## config.mk

```make
export PLATFORM = sky130hd
export DESIGN_NAME = huff_top
export DESIGN_NICKNAME = d
export VERILOG_FILES = /design/src/source/huff_pkg.sv /design/src/source/huff_control.sv /design/src/source/symbol_counter.sv /design/src/source/min_pair_select.sv /design/src/source/code_builder.sv /design/src/source/code_table_serializer.sv /design/src/source/huff_top.sv
export VERILOG_INCLUDE_DIRS = /design/src /design/src/source
export SDC_FILE = /design/constraint.sdc
export NUM_CORES = 1
export LEC_CHECK = 0
export ABC_AREA = 1
export BUFFER_PORTS_ARGS = -buffer_cell sky130_fd_sc_hd__buf_4
export CAP_MARGIN = 20
export CORE_MARGIN = 5
export CORE_UTILIZATION = 55
export CTS_CLUSTER_DIAMETER = 120
export DETAILED_ROUTE_END_ITERATION = 12
export PLACE_DENSITY = 0.71
export SKIP_CTS_REPAIR_TIMING = 1
export SLEW_MARGIN = 5
export SYNTH_ARGS = -nofsm -noshare
export SYNTH_HDL_FRONTEND = slang
export SYNTH_HIERARCHICAL = 1
export SYNTH_SLANG_ARGS = --single-unit
export TNS_END_PERCENT = 1
```

## constraint.sdc

```tcl
create_clock -name clk -period 4.96 [get_ports clk]
set_clock_uncertainty 0.1 [all_clocks]
set_input_delay 0.248 -clock clk [delete_from_list [all_inputs] [get_ports clk]]
set_output_delay 0.248 -clock clk [all_outputs]
set_load 0.005 [all_outputs]
```

## src/source/huff_settings.svh

```systemverilog
`ifndef HUFF_SETTINGS_SVH
`define HUFF_SETTINGS_SVH

// alphabet is the ten decimal digits
`define HUFF_NUM_SYM   10
`define HUFF_SYM_W     4                       // digit index width
`define HUFF_BLOCK_LEN 256                     // symbols per block

// 256 equal symbols must still fit without wrapping
`define HUFF_CNT_W     9
`define HUFF_CNT_MAX   {`HUFF_CNT_W{1'b1}}     // retired slot marker

`define HUFF_CODE_W    9                       // deepest degenerate tree
`define HUFF_LEN_W     4
`define HUFF_ROUNDS    9                       // ten leaves need nine merges

`endif

```

## src/source/huff_pkg.sv

```systemverilog
package huff_pkg;

  `include "huff_settings.svh"

  typedef logic [`HUFF_SYM_W-1:0] sym_t;            // digit index
  typedef logic [`HUFF_CNT_W-1:0] count_t;          // occurrence count
  typedef count_t [`HUFF_NUM_SYM-1:0] count_vec_t;  // one count per digit

  typedef logic [`HUFF_NUM_SYM-1:0] sym_mask_t;     // digits inside a subtree

  typedef struct packed {
    logic [`HUFF_CODE_W-1:0] code;                  // right aligned, msb sent first
    logic [`HUFF_LEN_W-1:0]  len;
  } code_entry_t;

  typedef code_entry_t [`HUFF_NUM_SYM-1:0] code_table_t;

  // result of one selector pass
  typedef struct packed {
    sym_t sym_a;                                    // smallest count
    sym_t sym_b;                                    // second smallest
  } merge_pair_t;

  // one-hot round sequence, sel steps run lsb first
  typedef struct packed {
    logic                     encode;
    logic                     merge;
    logic [`HUFF_NUM_SYM-1:0] sel;
  } step_t;

  typedef enum logic [1:0] {
    ph_idle,
    ph_collect,
    ph_build,
    ph_emit
  } ctrl_phase_t;

endpackage

```

## src/source/huff_control.sv

```systemverilog
`timescale 1ns/1ns
`include "huff_settings.svh"

module huff_control
  import huff_pkg::*;
(
  input  logic  clk,
  input  logic  rst,
  input  logic  sym_req,
  input  sym_t  sym,
  output logic  sym_ack,
  output logic  count_inc,
  output sym_t  count_sym,
  output logic  clear,
  output step_t step,
  output logic  emit_go,
  input  logic  table_done
);

  ctrl_phase_t             phase;
  logic [`HUFF_CNT_W-1:0]  blk_cnt;   // symbols acknowledged so far
  logic [`HUFF_LEN_W-1:0]  round;     // merge round 0..8

  assign clear     = (phase == ph_idle);                      // one cycle before collect
  assign count_inc = (phase == ph_collect) && sym_req && !sym_ack;  // ack rising edge
  assign count_sym = sym;                                     // stable while req high

  always_ff @(posedge clk or negedge rst)
  begin
    if (!rst)
    begin
      phase   <= ph_idle;
      sym_ack <= 1'b0;
      blk_cnt <= '0;
      round   <= '0;
      step    <= '0;
      emit_go <= 1'b0;
    end
    else
    begin
      emit_go <= 1'b0;
      if (count_inc)
        sym_ack <= 1'b1;
      else if (!sym_req)
        sym_ack <= 1'b0;                                      // falls in any phase
      case (phase)
        ph_idle:
          phase <= ph_collect;
        ph_collect:
          if (count_inc)
          begin
            if (blk_cnt == `HUFF_BLOCK_LEN - 1)
            begin
              blk_cnt <= '0;
              phase   <= ph_build;                            // input closed from here
            end
            else
              blk_cnt <= blk_cnt + 1'b1;
          end
        ph_build:
          if (step == '0)
            step <= {2'b00, 10'd1};                           // entry cycle, first sel step
          else if (step.encode)
          begin
            if (round == `HUFF_ROUNDS - 1)
            begin
              round   <= '0;
              step    <= '0;
              emit_go <= 1'b1;                                // codes settle this edge
              phase   <= ph_emit;
            end
            else
            begin
              round <= round + 1'b1;
              step  <= {2'b00, 10'd1};
            end
          end
          else
            step <= {step.merge, step.sel, 1'b0};             // walk sel, merge, encode
        ph_emit:
          if (table_done)
            phase <= ph_idle;                                 // reopen input
        default:
          phase <= ph_idle;
      endcase
    end
  end

endmodule

```

## src/source/symbol_counter.sv

```systemverilog
`timescale 1ns/1ns
`include "huff_settings.svh"

module symbol_counter
  import huff_pkg::*;
(
  input  logic        clk,
  input  logic        rst,
  input  logic        clear,
  input  logic        count_inc,
  input  sym_t        count_sym,
  input  logic        merge,
  input  merge_pair_t pair,
  output count_vec_t  counts
);

  always_ff @(posedge clk or negedge rst)
  begin
    if (!rst)
      counts <= '0;
    else if (clear)
      counts <= '0;                                           // fresh block
    else if (count_inc)
    begin
      if (count_sym < `HUFF_NUM_SYM)                          // non-digits are dropped
        counts[count_sym] <= counts[count_sym] + 1'b1;
    end
    else if (merge)
    begin
      // b absorbs a, a leaves the search
      counts[pair.sym_b] <= counts[pair.sym_a] + counts[pair.sym_b];
      counts[pair.sym_a] <= `HUFF_CNT_MAX;
    end
  end

endmodule

```

## src/source/min_pair_select.sv

```systemverilog
`timescale 1ns/1ns
`include "huff_settings.svh"

module min_pair_select
  import huff_pkg::*;
(
  input  logic        clk,
  input  logic        rst,
  input  step_t       step,
  input  count_vec_t  counts,
  output merge_pair_t pair
);

  count_vec_t snap;                      // counts frozen for one tournament
  count_t     tmp_cnt [4];               // survivors between steps
  sym_t       tmp_sym [4];
  count_t     l_cnt [4];                 // left side, lower indices
  count_t     r_cnt [4];                 // right side, higher indices
  sym_t       l_sym [4];
  sym_t       r_sym [4];
  count_t     w_cnt [4];
  sym_t       w_sym [4];
  logic       ph_a;                      // four leaf pairs
  logic       ph_b;                      // two semifinals
  logic       ph_c;                      // final of 0..7 plus pair 8/9
  logic       ph_d;                      // overall winner

  assign ph_a = step.sel[1] | step.sel[6];
  assign ph_b = step.sel[2] | step.sel[7];
  assign ph_c = step.sel[3] | step.sel[8];
  assign ph_d = step.sel[4] | step.sel[9];

  always_comb
  begin
    for (int k = 0; k < 4; k++)
    begin
      l_cnt[k] = snap[2*k];
      l_sym[k] = sym_t'(2*k);
      r_cnt[k] = snap[2*k+1];
      r_sym[k] = sym_t'(2*k+1);
    end
    if (!ph_a)
    begin
      l_cnt[0] = tmp_cnt[0];             // comparator 0 reused every later step
      l_sym[0] = tmp_sym[0];
      r_cnt[0] = tmp_cnt[1];
      r_sym[0] = tmp_sym[1];
      l_cnt[1] = ph_b ? tmp_cnt[2] : snap[8];
      l_sym[1] = ph_b ? tmp_sym[2] : sym_t'(8);
      r_cnt[1] = ph_b ? tmp_cnt[3] : snap[9];
      r_sym[1] = ph_b ? tmp_sym[3] : sym_t'(9);
    end
    for (int k = 0; k < 4; k++)
    begin
      w_cnt[k] = (r_cnt[k] <= l_cnt[k]) ? r_cnt[k] : l_cnt[k];  // tie to higher index
      w_sym[k] = (r_cnt[k] <= l_cnt[k]) ? r_sym[k] : l_sym[k];
    end
  end

  always_ff @(posedge clk)
  begin
    if (step.sel[0])
      snap <= counts;
    else if (step.sel[5])
      for (int i = 0; i < `HUFF_NUM_SYM; i++)
        snap[i] <= (sym_t'(i) == pair.sym_a) ? `HUFF_CNT_MAX : counts[i];  // hide winner
    if (ph_a)
      for (int k = 0; k < 4; k++)
      begin
        tmp_cnt[k] <= w_cnt[k];
        tmp_sym[k] <= w_sym[k];
      end
    else if (ph_b | ph_c)
    begin
      tmp_cnt[0] <= w_cnt[0];
      tmp_sym[0] <= w_sym[0];
      tmp_cnt[1] <= w_cnt[1];
      tmp_sym[1] <= w_sym[1];
    end
  end

  always_ff @(posedge clk or negedge rst)
  begin
    if (!rst)
      pair <= '0;
    else if (ph_d)
    begin
      if (step.sel[4])
        pair.sym_a <= w_sym[0];          // smallest
      else
        pair.sym_b <= w_sym[0];          // second smallest, ready for merge
    end
  end

endmodule

```

## src/source/code_builder.sv

```systemverilog
`timescale 1ns/1ns
`include "huff_settings.svh"

module code_builder
  import huff_pkg::*;
(
  input  logic        clk,
  input  logic        rst,
  input  logic        clear,
  input  logic        merge,
  input  logic        encode,
  input  merge_pair_t pair,
  output code_table_t code_table
);

  sym_mask_t masks [`HUFF_NUM_SYM];   // subtree held by each live slot
  sym_mask_t mask_a;                  // old subtree of the smaller side
  sym_mask_t mask_b;                  // old subtree of the larger side

  always_ff @(posedge clk or negedge rst)
  begin
    if (!rst)
    begin
      for (int i = 0; i < `HUFF_NUM_SYM; i++)
        masks[i] <= sym_mask_t'(1) << i;
      mask_a     <= '0;
      mask_b     <= '0;
      code_table <= '0;
    end
    else if (clear)
    begin
      for (int i = 0; i < `HUFF_NUM_SYM; i++)
        masks[i] <= sym_mask_t'(1) << i;                      // every digit is a leaf
      mask_a     <= '0;
      mask_b     <= '0;
      code_table <= '0;
    end
    else if (merge)
    begin
      mask_a <= masks[pair.sym_a];
      mask_b <= masks[pair.sym_b];
      masks[pair.sym_b] <= masks[pair.sym_a] | masks[pair.sym_b];  // join subtrees
    end
    else if (encode)
    begin
      for (int i = 0; i < `HUFF_NUM_SYM; i++)
      begin
        if (mask_a[i] | mask_b[i])
        begin
          // new msb sits just above the current code
          if (mask_b[i])
            code_table[i].code[code_table[i].len] <= 1'b1;
          code_table[i].len <= code_table[i].len + 1'b1;
        end
      end
    end
  end

endmodule

```

## src/source/code_table_serializer.sv

```systemverilog
`timescale 1ns/1ns
`include "huff_settings.svh"

module code_table_serializer
  import huff_pkg::*;
(
  input  logic        clk,
  input  logic        rst,
  input  logic        emit_go,
  input  code_table_t code_table,
  output logic        table_start,
  output logic        table_valid,
  output logic        table_bit,
  output logic        table_done
);

  logic                   busy;       // table in flight
  sym_t                   dig;        // digit being sent
  logic [`HUFF_LEN_W-1:0] cnt;        // bits already sent for dig
  code_entry_t            cur;

  assign cur = (dig < `HUFF_NUM_SYM) ? code_table[dig] : '0;

  always_ff @(posedge clk or negedge rst)
  begin
    if (!rst)
    begin
      busy        <= 1'b0;
      dig         <= '0;
      cnt         <= '0;
      table_start <= 1'b0;
      table_valid <= 1'b0;
      table_bit   <= 1'b0;
      table_done  <= 1'b0;
    end
    else
    begin
      table_start <= 1'b0;                                    // all flags are pulses
      table_valid <= 1'b0;
      table_bit   <= 1'b0;
      table_done  <= 1'b0;
      if (!busy)
      begin
        if (emit_go)
        begin
          busy        <= 1'b1;
          dig         <= '0;
          cnt         <= '0;
          table_start <= 1'b1;
        end
      end
      else if (dig == `HUFF_NUM_SYM)
      begin
        busy       <= 1'b0;
        table_done <= 1'b1;                                   // cycle after last bit
      end
      else if (cur.len == '0)
        dig <= dig + 1'b1;                                    // nothing to send
      else
      begin
        table_valid <= 1'b1;
        table_bit   <= cur.code[cur.len - 1'b1 - cnt];        // msb first
        if (cnt == cur.len - 1'b1)
        begin
          cnt <= '0;
          dig <= dig + 1'b1;
        end
        else
          cnt <= cnt + 1'b1;
      end
    end
  end

endmodule

```

## src/source/huff_top.sv

```systemverilog
`timescale 1ns/1ns
`include "huff_settings.svh"

module huff_top
  import huff_pkg::*;
(
  input  logic clk,
  input  logic rst,
  input  logic sym_req,      // four-phase request
  input  sym_t sym,
  output logic sym_ack,
  output logic table_start,
  output logic table_valid,
  output logic table_bit,
  output logic table_done
);

  logic        count_inc;
  sym_t        count_sym;
  logic        clear;          // new block starts
  step_t       step;
  logic        emit_go;
  count_vec_t  counts;
  merge_pair_t pair;
  code_table_t code_table;

  huff_control u_control (
    .clk        (clk),
    .rst        (rst),
    .sym_req    (sym_req),
    .sym        (sym),
    .sym_ack    (sym_ack),
    .count_inc  (count_inc),
    .count_sym  (count_sym),
    .clear      (clear),
    .step       (step),
    .emit_go    (emit_go),
    .table_done (table_done)
  );

  symbol_counter u_counter (
    .clk       (clk),
    .rst       (rst),
    .clear     (clear),
    .count_inc (count_inc),
    .count_sym (count_sym),
    .merge     (step.merge),
    .pair      (pair),
    .counts    (counts)
  );

  min_pair_select u_select (
    .clk    (clk),
    .rst    (rst),
    .step   (step),
    .counts (counts),
    .pair   (pair)
  );

  code_builder u_builder (
    .clk        (clk),
    .rst        (rst),
    .clear      (clear),
    .merge      (step.merge),
    .encode     (step.encode),
    .pair       (pair),
    .code_table (code_table)
  );

  code_table_serializer u_serializer (
    .clk         (clk),
    .rst         (rst),
    .emit_go     (emit_go),
    .code_table  (code_table),
    .table_start (table_start),
    .table_valid (table_valid),
    .table_bit   (table_bit),
    .table_done  (table_done)
  );

endmodule

```

==> reports/metrics.csv <==
stage,metric,value,unit
status,outcome,"complete, no violations",
global_route,largest net degree at the start of global routing,116,
sta,final count of negative-setup-slack endpoints,0,
synthesis,"Primary FF master, synth",dfrtp_1,
synthesis,mapped cell area,32300,um^2
hold_path,worst min path class,input port to asynchronous set/reset pin,
die,Core Footprint,57900,um^2
drt,DRT Wirelength,110000,um
sta,maximum clock frequency,0.223,GHz
global_route,first-pass GRT wire length,167000,um
sta,TNS Setup,0,ns
drt,DRC viols,0,
synthesis,Syn Nets,4451,
synthesis,Cells after Synth,4343,
sta,final worst-path cycle share,90.5,%
pwr,maximum vdd drop,0.319,mV
clock_network,Clock transition at path regs,0.07,ns
global_route,initial antenna violation count,1,
global_route,GRT Total Usage,33.6,%
placed_design,routability cong.,1.06,
die,num ports,12,
synthesis,Post-synth ARST share,74.1,%
synthesis,post-synthesis sequential area ratio,42.9,%
drt,vias,30439,
final_layout,final core occ,60.2,%
sta,WHS,0.101,ns
sta,RSZ-0062 raised after global routing,no,
critical_path,CP max FO,18,
global_route,total grt overflow,0,
synthesis,Yosys top cell area share,29.4,%
critical_path,critical-path cell list,inv_1 -> nor2_1 -> clkinv_1 -> o22ai_1 -> o21ai_0 -> nand3_1 -> ha_1 -> inv_1 -> fa_1 -> inv_1 -> nand4_1 -> o211ai_1 -> nand2_1 -> nand3_1 -> nand3_1 -> a21oi_1 -> a21boi_1,
clock_network,Clock Root Buffer,clkbuf_16,
run,Max Cap Viol,0,
final_layout,fraction of layout cells with a size suffix above 1,7.86,%
critical_path,slowest CP cell,dfrtp_1,
clock_network,Clock Sinks,526,
critical_path,Reg-to-Reg Start,u_select/pair[5]$_DFFE_PN0P_,
critical_path,RR Endpoint,u_counter/counts[6]$_DFFE_PN0P_,
clock_network,H-tree levels,2,
die,Die W,252,um
sta,"Slew Viols, Final",0,
drt,1st-iter DRT viols,4288,
synthesis,Synth cell types,61,
sta,Worst Max-Slew Pin Slew,1.03,ns
critical_path,Worst setup SP type,flip-flop,
synthesis,Commonest cells post-synth,"nand2_1 (1352), inv_1 (478), nor2_1 (401), dfrtp_1 (380), nand3_1 (303)",
final_layout,Nets,4414,
pwr,pwr dens,356,nW/um^2
critical_path,"reg-to-reg slack, setup",0.47,ns
placed_design,detailed placer's ending HPWL,77200,um
critical_path,data required time of the worst path,5.36,ns
clock_network,Longest Clk Path Bufs,3,
drt,post-route ant nets,0,
critical_path,worst r2r path cells,17,
critical_path,CP Class,flip-flop to flip-flop,
placed_design,IO buf count,11,
placed_design,placed instance count,5010,
synthesis,most frequent cell after synthesis,nand2_1,
drt,DR WL/cell,21.4,um
final_layout,synthesis-to-layout area growth,7.91,%
sta,fin crit period,4.49,ns
final_layout,final non-filler cell total,5118,
synthesis,leading area contributor after synthesis,dfrtp_1,
final_layout,fill count,5368,
die,Die Ht,252,um
clock_network,CTS buffer count,56,
die,die area,63700,um^2
die,Initial Util,55.8,%
pwr,Lkg Pwr,16.9,nW
critical_path,Critical Path AT,4.89,ns
clock_network,CTS tree,yes,
clock_network,latest clock arrival within the worst-skew pair,0.63,ns
synthesis,"Avg Cell Area, Syn",7.44,um^2
sta,Final Hold Viols,0,
synthesis,"top cells by area, synth","dfrtp_1 (29%), nand2_1 (16%), edfxtp_1 (13%)",
drt,Via density,5.95,
pwr,Overall Power,12.4,mW
critical_path,Critical Path End Type,flip-flop,
synthesis,Yosys warnings,6,
global_route,vias in the first global route,27476,
drt,DRT Pass-1 Iters,9,
synthesis,"EDFF count, synth",136,
critical_path,highest cell delay on the worst timing path,0.59,ns
die,# rows,88,
synthesis,"flops & latches, synth",526,
sta,Max-slew headroom,31.2,%
how the worst max path moves through the flow:
stage / start / endpoint / depth (start not counted)
after floorplan: u_select/pair[0]$_DFFE_PN0P_ / u_counter/counts[85]$_DFFE_PN0P_ / 18
final: u_select/pair[5]$_DFFE_PN0P_ / u_counter/counts[6]$_DFFE_PN0P_ / 17
after global routing: u_select/pair[5]$_DFFE_PN0P_ / u_counter/counts[6]$_DFFE_PN0P_ / 17
after CTS: u_select/pair[5]$_DFFE_PN0P_ / u_counter/counts[6]$_DFFE_PN0P_ / 17
after global placement: u_select/pair[5]$_DFFE_PN0P_ / u_counter/counts[6]$_DFFE_PN0P_ / 17
after detailed placement: u_select/pair[5]$_DFFE_PN0P_ / u_counter/counts[6]$_DFFE_PN0P_ / 17
sequential cells by signal (all words and copies together) (netlist names), 10 cells and up:
signal	cells
u_select/snap	54
u_builder/code_table	130
u_select/l_cnt	18
u_builder/mask_b	10
u_control/step	12
u_select/tmp_sym	10
u_counter/counts	90
u_builder/mask_a	10
u_select/r_cnt	18
u_builder/masks	100
u_select/tmp_cnt	36
logic make-up after synthesis:
| logic type | share of synthesized area, % |
|---|---|
| simple gates | 29.4 |
| compound gates | 14.4 |
| buf+inv | 8.67 |
| flops | 42.9 |
| fa+ha+maj | 3.96 |
| xor+xnor | 0.407 |
| mux | 0.279 |
through the flow:
| stage | cell area [um^2] | setup slack, ns |
|---|---|---|
| 2_1_floorplan | 32300 | 1.39 |
| 3_3_place_gp | 32900 | 0.734 |
| 3_5_place_dp | 32900 | 0.703 |
| 4_1_cts | 34800 | 0.682 |
| 5_1_grt | 34900 | 0.270 |
| 6_report | 34900 | 0.472 |
critical path, delay by kind of cell, from the launching register on:
| kind | cells | cell delay [ns] |
|---|---|---|
| buffers and inverters | 4 | 0.89 |
| and+or+nand+nor | 6 | 1.27 |
| adders and majority gates | 2 | 0.69 |
| DFF | 1 | 0.59 |
| AOI/OAI and AO/OA | 5 | 0.82 |
report_power, final:
group / total, mW / switching (mW) / internal [mW]
sequential: 5.26 / 0.506 / 4.75
combinational: 2.74 / 2.02 / 0.722
clock: 4.40 / 1.83 / 2.57
total: 12.4 / 4.35 / 8.05
layout make-up:
class                           instances  area [um^2]  area share, %
Inverter                              511         1930           5.54
Clock buffer                           80         1610           4.62
Antenna cell                            1         2.50        0.00718
Tap cell                              765          957           2.74
Timing Repair Buffer                   60          515           1.48
Clock inverter                         24          313          0.897
Multi-Input combinational cell       3151        15700           45.0
Sequential cell                       526        13900           39.7
layout by cell type (no fill, tap or decap), types with 7 or more instances in the layout:
cell       instances
nand2_1         1352
inv_1            478
nor2_1           401
dfrtp_1          377
nand3_1          303
a21oi_1          244
o21ai_0          187
edfxtp_1         136
o22ai_1           98
ha_1              98
a31oi_1           92
clkbuf_16         56
buf_4             53
nand2_2           40
nand4_1           36
a22oi_1           34
o211ai_1          33
nand3_2           26
nor2_2            25
inv_2             23
o21ai_1           23
a21boi_1          21
a21oi_2           15
o21a_1            13
clkbuf_8          12
clkbuf_1          12
nor3_1            12
clkinv_1          10
dfstp_2           10
clkinv_2           9
mux2i_1            9
xor2_1             8
o21ai_2            8
xnor2_1            7
routing by layer:
metal  vias up  GRT usage [%]  wire [um]
li1      14186              -          -
met4         4           10.5       3860
met5         -          0.977         97
met1     14326           51.6      48400
met2      1681           47.2      45000
met3       242           7.60      12300
No activity file was read; power rests on OpenSTA's default activity.
